===== config.mk =====
export PLATFORM = sky130hd
export DESIGN_NAME = hdc_core
export DESIGN_NICKNAME = d
export VERILOG_FILES = /design/src/common/hdc_pkg.sv /design/src/logic/hdc_core.sv /design/src/logic/exec_unit.sv /design/src/logic/thread_regfile.sv /design/src/logic/inst_decoder.sv /design/src/logic/item_memory.sv
export VERILOG_INCLUDE_DIRS = /design/src /design/src/common
export SDC_FILE = /design/constraint.sdc
export NUM_CORES = 2
export LEC_CHECK = 0
export ABC_CLOCK_PERIOD_IN_PS = 13800
export BUFFER_PORTS_ARGS = -buffer_cell sky130_fd_sc_hd__buf_4
export CAP_MARGIN = 15
export CORE_ASPECT_RATIO = 0.8
export CORE_UTILIZATION = 35
export DETAILED_ROUTE_END_ITERATION = 10
export PLACE_DENSITY = 0.49
export REMOVE_ABC_BUFFERS = 1
export SYNTH_ARGS = -nofsm -noshare
export SYNTH_HDL_FRONTEND = slang
export SYNTH_MEMORY_MAX_BITS = 65536
export SYNTH_SLANG_ARGS = --single-unit

===== constraint.sdc =====
create_clock -name clk -period 13.8 [get_ports clk]
set_clock_uncertainty 0.1 [all_clocks]
set_input_delay 0.69 -clock clk [delete_from_list [all_inputs] [get_ports clk]]
set_output_delay 0.69 -clock clk [all_outputs]
set_load 0.01 [all_outputs]

===== src/common/hdc_consts.svh =====
`ifndef HDC_CONSTS_SVH
`define HDC_CONSTS_SVH

// hypervector width, cut down for simulation (1024 on the board)
`define HDC_HV_WIDTH   64
`define HDC_MEM_DEPTH  64
`define HDC_ADDR_W     6

// interleaved threads and the index width
`define HDC_THREADS    5
`define HDC_THREAD_W   3

// instruction word layout
`define HDC_INST_W     16
`define HDC_OP_MSB     15
`define HDC_OP_LSB     12
`define HDC_ADDR_MSB   5
`define HDC_ADDR_LSB   0

`endif

===== src/common/hdc_pkg.sv =====
`include "hdc_consts.svh"

package hdc_pkg;

    // one hypervector
    typedef logic [`HDC_HV_WIDTH-1:0] hv_t;

    // item memory address
    typedef logic [`HDC_ADDR_W-1:0] item_addr_t;

    // thread index
    typedef logic [`HDC_THREAD_W-1:0] thread_t;

    // instruction opcodes, codes 8 to 15 are treated as nop
    typedef enum logic [3:0] {
        op_nop     = 4'd0,
        op_load    = 4'd1,
        op_xor     = 4'd2,
        op_store   = 4'd3,
        op_move    = 4'd4,
        op_last    = 4'd5,
        op_sign    = 4'd6,
        op_wb_item = 4'd7
    } opcode_t;

endpackage


===== src/logic/hdc_core.sv =====
`timescale 1ns/1ps
`default_nettype none

`include "hdc_consts.svh"

module hdc_core (
    input  logic                    clk,
    input  logic                    reset,
    input  logic                    run,

    // item memory fill
    input  logic                    gen,
    input  logic                    update_item,
    input  hdc_pkg::item_addr_t     item_addr,
    input  hdc_pkg::hv_t            rand_vec,

    // instruction stream
    input  logic                    inst_valid,
    input  logic [`HDC_INST_W-1:0]  inst_word,
    input  hdc_pkg::hv_t            sign_vec,

    output logic                    store,
    output hdc_pkg::hv_t            core_result,
    output logic                    last
);

    hdc_pkg::item_addr_t rd_addr;
    hdc_pkg::hv_t        rd_data;

    logic                exe_valid;
    hdc_pkg::opcode_t    exe_op;
    hdc_pkg::thread_t    exe_thread;
    hdc_pkg::item_addr_t exe_addr;

    hdc_pkg::hv_t        reg1;
    hdc_pkg::hv_t        reg2;

    logic                r1_we;
    logic                r2_we;
    hdc_pkg::hv_t        r2_wdata;

    logic                wb_we;
    hdc_pkg::item_addr_t wb_addr;
    hdc_pkg::hv_t        wb_data;

    inst_decoder u_decoder (
        .clk        (clk),
        .reset      (reset),
        .run        (run),
        .inst_valid (inst_valid),
        .inst_word  (inst_word),
        .rd_addr    (rd_addr),
        .exe_valid  (exe_valid),
        .exe_op     (exe_op),
        .exe_thread (exe_thread),
        .exe_addr   (exe_addr)
    );

    item_memory u_item_mem (
        .clk         (clk),
        .gen         (gen),
        .update_item (update_item),
        .item_addr   (item_addr),
        .rand_vec    (rand_vec),
        .wb_we       (wb_we),
        .wb_addr     (wb_addr),
        .wb_data     (wb_data),
        .rd_addr     (rd_addr),
        .rd_data     (rd_data)
    );

    thread_regfile u_regfile (
        .clk        (clk),
        .reset      (reset),
        .run        (run),
        .exe_thread (exe_thread),
        .r1_we      (r1_we),
        .r2_we      (r2_we),
        .r2_wdata   (r2_wdata),
        .reg1       (reg1),
        .reg2       (reg2)
    );

    exec_unit u_exec (
        .clk         (clk),
        .reset       (reset),
        .run         (run),
        .exe_valid   (exe_valid),
        .exe_op      (exe_op),
        .exe_addr    (exe_addr),
        .rd_data     (rd_data),
        .reg1        (reg1),
        .reg2        (reg2),
        .sign_vec    (sign_vec),
        .r1_we       (r1_we),
        .r2_we       (r2_we),
        .r2_wdata    (r2_wdata),
        .wb_we       (wb_we),
        .wb_addr     (wb_addr),
        .wb_data     (wb_data),
        .store       (store),
        .core_result (core_result),
        .last        (last)
    );

endmodule

`default_nettype wire


===== src/logic/exec_unit.sv =====
`timescale 1ns/1ps
`default_nettype none

module exec_unit (
    input  logic                clk,
    input  logic                reset,
    input  logic                run,

    // decoded instruction
    input  logic                exe_valid,
    input  hdc_pkg::opcode_t    exe_op,
    input  hdc_pkg::item_addr_t exe_addr,

    // operands
    input  hdc_pkg::hv_t        rd_data,
    input  hdc_pkg::hv_t        reg1,
    input  hdc_pkg::hv_t        reg2,
    input  hdc_pkg::hv_t        sign_vec,

    // register write-back
    output logic                r1_we,
    output logic                r2_we,
    output hdc_pkg::hv_t        r2_wdata,

    // item memory write-back
    output logic                wb_we,
    output hdc_pkg::item_addr_t wb_addr,
    output hdc_pkg::hv_t        wb_data,

    // core outputs
    output logic                store,
    output hdc_pkg::hv_t        core_result,
    output logic                last
);

    logic         is_store;
    logic         is_last;
    hdc_pkg::hv_t store_buf;

    always_comb begin
        r1_we    = 1'b0;
        r2_we    = 1'b0;
        wb_we    = 1'b0;
        r2_wdata = rd_data;
        if (exe_valid) begin
            case (exe_op)
                hdc_pkg::op_load: begin
                    r2_we    = 1'b1;
                    r2_wdata = rd_data;
                end
                // bind
                hdc_pkg::op_xor: begin
                    r2_we    = 1'b1;
                    r2_wdata = reg1 ^ reg2;
                end
                hdc_pkg::op_sign: begin
                    r2_we    = 1'b1;
                    r2_wdata = sign_vec;
                end
                hdc_pkg::op_move: begin
                    r1_we = 1'b1;
                end
                hdc_pkg::op_wb_item: begin
                    wb_we = 1'b1;
                end
                default: begin
                end
            endcase
        end
    end

    assign wb_addr = exe_addr;
    assign wb_data = reg2;

    assign is_store = exe_valid && (exe_op == hdc_pkg::op_store);
    assign is_last  = exe_valid && (exe_op == hdc_pkg::op_last);

    always_ff @(posedge clk) begin
        if (reset || !run) begin
            store <= 1'b0;
            last  <= 1'b0;
        end else begin
            store <= is_store;
            last  <= is_last;
        end
    end

    // captured reg2, only shown while store is high
    always_ff @(posedge clk) begin
        if (is_store) begin
            store_buf <= reg2;
        end
    end

    assign core_result = store ? store_buf : '0;

endmodule

`default_nettype wire


===== src/logic/thread_regfile.sv =====
`timescale 1ns/1ps
`default_nettype none

`include "hdc_consts.svh"

module thread_regfile (
    input  logic             clk,
    input  logic             reset,
    input  logic             run,

    // thread of the instruction in execute
    input  hdc_pkg::thread_t exe_thread,

    // write port
    input  logic             r1_we,
    input  logic             r2_we,
    input  hdc_pkg::hv_t     r2_wdata,

    // read port
    output hdc_pkg::hv_t     reg1,
    output hdc_pkg::hv_t     reg2
);

    hdc_pkg::hv_t reg1_bank [0:`HDC_THREADS-1];
    hdc_pkg::hv_t reg2_bank [0:`HDC_THREADS-1];

    // read mux, an index past the last thread reads zero
    always_comb begin
        reg1 = '0;
        reg2 = '0;
        for (int t = 0; t < `HDC_THREADS; t++) begin
            if (exe_thread == hdc_pkg::thread_t'(t)) begin
                reg1 = reg1_bank[t];
                reg2 = reg2_bank[t];
            end
        end
    end

    // all threads cleared whenever the core is stopped
    always_ff @(posedge clk) begin
        if (reset || !run) begin
            for (int t = 0; t < `HDC_THREADS; t++) begin
                reg1_bank[t] <= '0;
                reg2_bank[t] <= '0;
            end
        end else begin
            for (int t = 0; t < `HDC_THREADS; t++) begin
                if (exe_thread == hdc_pkg::thread_t'(t)) begin
                    // move copies the current reg2 into reg1
                    if (r1_we) begin
                        reg1_bank[t] <= reg2_bank[t];
                    end
                    if (r2_we) begin
                        reg2_bank[t] <= r2_wdata;
                    end
                end
            end
        end
    end

endmodule

`default_nettype wire


===== src/logic/inst_decoder.sv =====
`timescale 1ns/1ps
`default_nettype none

`include "hdc_consts.svh"

module inst_decoder (
    input  logic                    clk,
    input  logic                    reset,
    input  logic                    run,

    // instruction stream, no back-pressure
    input  logic                    inst_valid,
    input  logic [`HDC_INST_W-1:0]  inst_word,

    // item memory read address, taken straight from the word
    output hdc_pkg::item_addr_t     rd_addr,

    // decoded instruction for the execute cycle
    output logic                    exe_valid,
    output hdc_pkg::opcode_t        exe_op,
    output hdc_pkg::thread_t        exe_thread,
    output hdc_pkg::item_addr_t     exe_addr
);

    logic [3:0]          op_field;
    hdc_pkg::opcode_t    dec_op;
    hdc_pkg::item_addr_t addr_field;
    hdc_pkg::thread_t    thread_cnt;
    logic                accept;

    assign op_field   = inst_word[`HDC_OP_MSB:`HDC_OP_LSB];
    assign addr_field = inst_word[`HDC_ADDR_MSB:`HDC_ADDR_LSB];
    assign rd_addr    = addr_field;

    // words are dropped while the core is stopped
    assign accept = inst_valid & run;

    always_comb begin
        case (op_field)
            4'd1:    dec_op = hdc_pkg::op_load;
            4'd2:    dec_op = hdc_pkg::op_xor;
            4'd3:    dec_op = hdc_pkg::op_store;
            4'd4:    dec_op = hdc_pkg::op_move;
            4'd5:    dec_op = hdc_pkg::op_last;
            4'd6:    dec_op = hdc_pkg::op_sign;
            4'd7:    dec_op = hdc_pkg::op_wb_item;
            default: dec_op = hdc_pkg::op_nop;
        endcase
    end

    always_ff @(posedge clk) begin
        if (reset || !run) begin
            exe_valid  <= 1'b0;
            exe_op     <= hdc_pkg::op_nop;
            exe_thread <= '0;
            thread_cnt <= '0;
        end else begin
            exe_valid <= accept;
            if (accept) begin
                exe_op     <= dec_op;
                exe_thread <= thread_cnt;
                // round robin over the threads
                if (thread_cnt == hdc_pkg::thread_t'(`HDC_THREADS - 1)) begin
                    thread_cnt <= '0;
                end else begin
                    thread_cnt <= thread_cnt + 1'b1;
                end
            end
        end
    end

    // address only matters while exe_valid is high
    always_ff @(posedge clk) begin
        if (accept) begin
            exe_addr <= addr_field;
        end
    end

endmodule

`default_nettype wire


===== src/logic/item_memory.sv =====
`timescale 1ns/1ps
`default_nettype none

`include "hdc_consts.svh"

module item_memory (
    input  logic                clk,

    // random fill
    input  logic                gen,
    input  logic                update_item,
    input  hdc_pkg::item_addr_t item_addr,
    input  hdc_pkg::hv_t        rand_vec,

    // write-back from the execute stage
    input  logic                wb_we,
    input  hdc_pkg::item_addr_t wb_addr,
    input  hdc_pkg::hv_t        wb_data,

    // read side
    input  hdc_pkg::item_addr_t rd_addr,
    output hdc_pkg::hv_t        rd_data
);

    hdc_pkg::hv_t mem [0:`HDC_MEM_DEPTH-1];

    logic                fill_we;
    logic                wr_en;
    hdc_pkg::item_addr_t wr_addr;
    hdc_pkg::hv_t        wr_data;

    assign fill_we = gen & update_item;

    // single write port, write-back wins over a fill in the same cycle
    always_comb begin
        wr_en   = wb_we | fill_we;
        wr_addr = item_addr;
        wr_data = rand_vec;
        if (wb_we) begin
            wr_addr = wb_addr;
            wr_data = wb_data;
        end
    end

    always_ff @(posedge clk) begin
        if (wr_en) begin
            mem[wr_addr] <= wr_data;
        end
    end

    // read every cycle, old data on a same-address collision
    always_ff @(posedge clk) begin
        rd_data <= mem[rd_addr];
    end

endmodule

`default_nettype wire


# --- Word level (Yosys, flattened, before mapping) ---
# Memory sizes are Yosys's and may differ from the RTL's. A register that Yosys moved wholly into a read port is not among the register bits.
# Index checks and enable logic that the tools add are counted.
word_totals:
  rom_bits: 0
  wordCells: 120
  latchBits: 0
  input_bits: 156
  ff_bits: 83
  ramBits: 4736
  out_inout_bits: 66
  memories: 3
mem_list:
  columns: ["name", "depth", "width", "read_ports", "rd_clocked_by_memory_dff", "wr", "line_no", "source"]
  rows:
  - ["u_item_mem.mem", 64, 64, 1, 1, 1, "item_memory.sv:25", "hdc_pkg::hv_t mem [0:`HDC_MEM_DEPTH-1];"]
  - ["u_regfile.reg1_bank", 5, 64, 5, 0, 5, "thread_regfile.sv:24", "hdc_pkg::hv_t reg1_bank [0:`HDC_THREADS-1];"]
  - ["u_regfile.reg2_bank", 5, 64, 5, 0, 5, "thread_regfile.sv:25", "hdc_pkg::hv_t reg2_bank [0:`HDC_THREADS-1];"]
classes:
  magnitude_cmp: 0
  n_reduce_logical: 6
  mux: 69
  n_eq_ne: 19
  addsub: 1
  n_div: 0
  bitwise_logic: 14
  n_mul: 0
  n_shift: 0
op_table:
  columns: ["op", "count"]
  rows:
  - ["2-to-1 mux 64 bit", 23]
  - ["case mux 64 bit (2 select lines)", 1]
  - ["XOR 64 bit", 1]
  - ["2-to-1 mux 1 bit", 42]
  - ["equality test 4 x 3 -> 1 bit (second input constant)", 8]
  - ["case mux 3 bit (7 select lines)", 1]
  - ["equality test 4 x 2 -> 1 bit (second input constant)", 4]
  - ["OR 1 bit", 11]
  - ["equality test 4 x 1 -> 1 bit (second input constant)", 2]
  - ["equality test 3 x 2 -> 1 bit (second input constant)", 2]
  - ["equality test 3 bit (second input constant)", 2]
  - ["2-to-1 mux 6 bit", 1]
  - ["adder 3 x 1 -> 3 bit (second input constant)", 1]
  - ["equality test 3 x 1 -> 1 bit (second input constant)", 1]
  - ["logical NOT 3 bit", 1]
  - ["2-to-1 mux 3 bit", 1]
  - ["OR reduction 3 bit", 1]
  - ["AND 1 bit", 2]
  - ["logical AND 1 bit", 2]
  - ["logical NOT 1 bit", 1]
  - ["logical OR 1 bit", 1]

# --- Depth between registers and ports, before layout ---
depth:
  depth_word: 10
  mapped_depth: 9

# --- By module ---
# Synthesis repeated with hierarchy kept, for this count alone.
hier_totals:
  cells_unflattened: 9007
  hier_area_um2: 189145.2
by_module_without_submodules:
  columns: ["module", "cells_each", "area_per_inst_um2", "n_inst"]
  rows:
  - ["item_memory", 6678, 156792.9, 1]
  - ["thread_regfile", 1773, 26791.9, 1]
  - ["exec_unit", 499, 4899.7, 1]
  - ["inst_decoder", 57, 660.6, 1]

# --- Least setup slack after synthesis ---
# Ideal clock, no wire load.
synth_path:
  path_type: "flip-flop to flip-flop"
  start: "reg u_decoder.exe_thread[0]"
  end: "mem u_regfile.reg1_bank[0][0] (netlist name) (enable)"
  required_time_ns: 13.039
  slack_ns: 5.404
  path_stages_with_launch: 7
  arrival_time_ns: 7.636
  path_cell_list: "dfxtp_1 buf_4 buf_4 buf_4 buf_4 buf_2 o41ai_1"
synth_rtl:
  columns: ["element", "line_no", "source"]
  rows:
  - ["from (decl)", "inst_decoder.sv:21", "output hdc_pkg::thread_t exe_thread,"]
  - ["from (signal assigned)", "inst_decoder.sv:61", "exe_thread <= thread_cnt;"]
  - ["to (decl)", "thread_regfile.sv:24", null]

# --- Final worst setup path ---
layout_path:
  start: "reg u_decoder.exe_op[0]"
  end: "mem u_item_mem.mem[8][1] (netlist name) (enable)"
layout_via:
  elab_chain_cells: 6
  word_cells_on_any_way: 7
layout_lines:
  columns: ["element", "line_no", "source"]
  rows:
  - ["from (decl)", "inst_decoder.sv:20", "output hdc_pkg::opcode_t exe_op,"]
  - ["from (signal assigned)", "inst_decoder.sv:54", "exe_op <= hdc_pkg::op_nop;"]
  - ["from (signal assigned)", "inst_decoder.sv:60", "exe_op <= dec_op;"]
  - ["equality test 4 x 3 -> 1 bit *", "exec_unit.sv:46", "case (exe_op)"]
  - ["2-to-1 mux 1 bit *", "exec_unit.sv:46", null]
  - ["2-to-1 mux 1 bit *", "exec_unit.sv:45", "if (exe_valid) begin"]
  - ["OR 1 bit", "item_memory.sv:36", "wr_en = wb_we | fill_we;"]
  - ["2-to-1 mux 1 bit", "item_memory.sv:46", "if (wr_en) begin"]
  - ["2-to-1 mux 1 bit (not written as such)", "item_memory.sv:47", "mem[wr_addr] <= wr_data;"]
  - ["to (decl)", "item_memory.sv:25", null]
# Mark *: on every way between the ends. The rest lies on a longest branch, timed or not.

==> out/metrics.cfg <==
[setup_path]
crit_path_start_kind = flop
path_max_fanout = 37
timing.rr.end = u_item_mem.mem[8][1]$_DFFE_PP_
setup.worst_path.start = u_decoder.exe_op[0]$_SDFFE_PP0P_
r2r_start = u_decoder.exe_op[0]$_SDFFE_PP0P_
rr_worst_depth = 8
critPathArrivalTime_ns = 6.14
worstPathRequired_ns = 14.32
worstSetupPathType = flop to flop
cp-end-kind = flop
timing.reg2reg.setup_slack_ns = 8.18

[outcome]
status = completed

[floorplan]
chipHeight_um = 657.3
dieArea_um2 = 539700
standard_cell_row_count = 240
ioPinCount = 222
initial_core_util_pct = 35.16
design.core.area_um2 = 534200
die_x_um = 821.1

[placed_design]
dpl.hpwl_um = 320600
port_buffers = 215
gp_congestion = 0.7592
postPlaceCellArea_um2 = 200400

[logic_synthesis]
synth.yosys.seq_area_share_pct = 77.63
most_instantiated_flip_flop_cell_in_the_synthesis_netlist = edfxtp_1
total_of_warnings_raised_by_yosys = 0
post_synthesis_async_set_or_reset_flop_share_pct = 0
synth-seq-cells = 4882
netlist_top_cells_area = edfxtp_1 77%, mux4_2 13%, mux2i_1 1.6%
syn-cell-area_um2 = 187900
synthDominantAreaCellType = edfxtp_1
synth_top_area_share_pct = 76.82
post_synthesis_cell_type_count = 55
instance_count_of_the_mapped_netlist = 8830
synth_enable_flop_cells = 4806
synth.avg_cell_area_um2 = 21.27

[timing]
timing.fmax_ghz = 0.1779
min_period_over_period_pct = 40.74
finalSetupViolations = 0
finalHoldViolCount = 0
rsz0062_at_grt = false
timing.final.crit_period_ns = 5.622
timing.hold.ws_ns = 0.04273
worstMarginPinSlew_ns = 1.295
drv_slew = 0
worst_slew_margin_rel_pct = 13.64

[routing]
drt_first_iter_violations = 12249
dr.max_layer_used = met5
ant_nets = 0
finalWirelength_um = 597900
wl_met3_um = 44380
drt-met1-wl_um = 255700
dr_total_vias = 96430
drc_errors = 0
routed_via_density = 5.691
drt_pre_antenna_iters = 5
routedWlPerCell_um = 35.29
met2_length_um = 277000

[global_routing]
grt_antenna_before_repair = 39
grt_first_pass_wirelength_um = 808500
grt_max_degree = 136
grtUsageTotal_pct = 21.64
global_route.overflow_total = 0
via_count_of_the_first_global_routing_pass = 96602

[clock_network]
clk_pin_slew_worst_paths_ns = 0.06
h-tree-depth = 5
postCtsResizedCells = 0
clkSinkCount = 4882
clockRootBuffer = clkbuf_16
tritoncts.num_buffers = 468
tritoncts = built
insertion_delay_ns = 1.05
cts_post_setup_buffers_inserted = 0
ctsHoldBuffers = 41
max-clock-path-buffers = 4

[hold_path]
critical_hold_path_startpoint = rand_vec[50]
holdCritPathClass = primary input to flop
hold_depth = 3
holdPathEnd = u_item_mem.mem[1][50]$_DFFE_PP_

[layout]
finalNetCount = 9545
final_cell_area_um2 = 215600
share_of_final_layout_standard_cells_stronger_than_drive_strength_1_pct = 24.95
fillCellCount = 47054
area.growth.synth_to_final_pct = 14.75

[power]
sequentialPowerShare_pct = 54.5
power.net_switching_w = 0.006563
peakVddDrop_mv = 0.1059
leakage_nw = 68.27
power.density_cell_area_nw_per_um2 = 140.5
power_report.internal_total_w = 0.02373
comb_power_share_pct = 4.6
switching_share_of_total_power_pct = 21.67
share_of_power_burned_in_the_clock_network_pct = 41.0

[job]
cap_viol_max_count = 0

power groups by stage:
stage | registers [W] | logic (W) | clock network [W]
5_1_grt | 0.0165 | 0.00147 | 0.0132
3_3_place_gp | 0.0168 | 0.00137 | 0
2_1_floorplan | 0.0168 | 0.000660 | 0
4_1_cts | 0.0165 | 0.00140 | 0.0126
3_5_place_dp | 0.0168 | 0.00139 | 0
6_report | 0.0165 | 0.00139 | 0.0124
sequential cells by signal (all words and copies together), names as in the netlist:
register / count
u_exec.store: 1
u_exec.store_buf: 64
u_exec.last: 1
u_decoder.exe_op: 3
u_regfile.reg1_bank: 320
u_decoder.thread_cnt: 3
u_item_mem.mem: 4096
u_decoder.exe_thread: 3
u_item_mem.rd_data: 64
u_decoder.exe_valid: 1
u_regfile.reg2_bank: 320
u_decoder.exe_addr: 6
metrics by stage:
step | total power [W] | setup TNS, ns | std cells | utilization [%] | worst slack, ns
after floorplan | 0.01747 | -32.61 | 8295 | - | -0.5095
after global placement | 0.01817 | 0 | 15995 | 37.47 | 8.124
after detailed placement | 0.01821 | 0 | 16004 | 37.51 | 8.118
after CTS | 0.03053 | 0 | 16904 | 40.29 | 8.084
after global routing | 0.03113 | 0 | 16931 | 40.35 | 8.064
final | 0.03029 | 0 | 16943 | 40.35 | 8.178
worst max-delay path, stage by stage (launching register included):
cell and delay, ns:
dfxtp_1 0.41, nand4_1 0.21, buf_4 0.63, nand4b_1 0.51, o21ai_0 0.44, nand2_1 0.60
nor2_4 0.22, buf_4 0.79, buf_4 1.04
cells in the final DEF, fill, tap and decap left out, types with 69 or more instances in the layout:
master	Yosys	layout
a21oi_1	187	187
inv_1	69	69
and2_1	387	385
clkinv_1	1	104
a22oi_1	140	140
o21ai_0	316	232
clkinv_2	0	77
clkbuf_1	284	128
nor2_4	0	69
a22o_1	74	74
a221oi_1	125	125
nand2_1	141	138
edfxtp_1	4806	4806
nor2_1	146	78
dfxtp_1	76	72
o21ai_4	0	70
clkbuf_16	0	475
buf_4	73	537
o22ai_1	107	107
mux4_2	1053	1053
o221ai_1	91	91
mux2i_1	304	304
Yosys cell counts, types with 2 or more instances:
cell type	n
a211o_1	12
a211oi_1	6
a21oi_1	187
a221oi_1	125
a22o_1	74
a22oi_1	140
and2_1	387
and3_1	2
and4_1	2
buf_1	35
buf_2	123
buf_4	73
buf_6	20
clkbuf_1	284
dfxtp_1	76
edfxtp_1	4806
ha_1	2
inv_1	69
mux2i_1	304
mux4_2	1053
nand2_1	141
nand2b_1	16
nand3_1	15
nand3b_1	11
nor2_1	146
nor2b_1	15
nor3_1	7
o211a_1	14
o21a_1	2
o21ai_0	316
o21ai_1	14
o221ai_1	91
o22ai_1	107
o2bb2ai_1	61
o31ai_1	5
or2_2	5
or3_1	2
or3b_2	2
xnor2_1	64
kinds of logic (layout without fill, tap and decap cells):
logic type | after synthesis | in the layout | share of synthesized area (%)
other | 0 | 28 | 0
buffers and inverters | 605 | 1551 | 1.517
xor gates and xnor gates | 64 | 64 | 0.2984
and+or+nand+nor | 757 | 757 | 2.141
adders and majority gates | 2 | 2 | 0.01332
AOI/OAI and AO/OA | 1162 | 1162 | 4.147
DFF | 4882 | 4882 | 77.63
muxes | 1358 | 1358 | 14.25
area by class of cell:
class                           instances  area [um^2]  share of cell area, %
Sequential cell                      4882       145900                  67.66
Multi-Input combinational cell       3343        40630                  18.85
Clock buffer                          632        12770                  5.922
Tap cell                             7139         8932                  4.144
Timing Repair Buffer                  622         5339                  2.477
Clock inverter                        227         1702                 0.7894
Inverter                               70        265.3                 0.1231
Antenna cell                           28        70.07                0.03250
per-layer routing:
layer,up-vias,GRT usage (%)
li1,38132,-
met1,53175,31.48
met2,4276,33.67
met3,845,3.128
met4,2,6.977
met5,-,0
worst max-delay path by stage:
stage	endpoint	cells past startpoint	slack [ns]
finish	u_item_mem.mem[8][1]$_DFFE_PP_	8	8.18
global route	u_item_mem.mem[8][1]$_DFFE_PP_	8	8.06
CTS	u_item_mem.mem[8][35]$_DFFE_PP_	8	8.08
detailed placement	u_item_mem.mem[8][7]$_DFFE_PP_	8	8.12
global placement	u_item_mem.mem[8][32]$_DFFE_PP_	8	8.12
floorplan	u_regfile.reg1_bank[0][0]$_SDFFCE_PP0P_	1	-0.51
No activity file was read; power rests on OpenSTA's default activity.
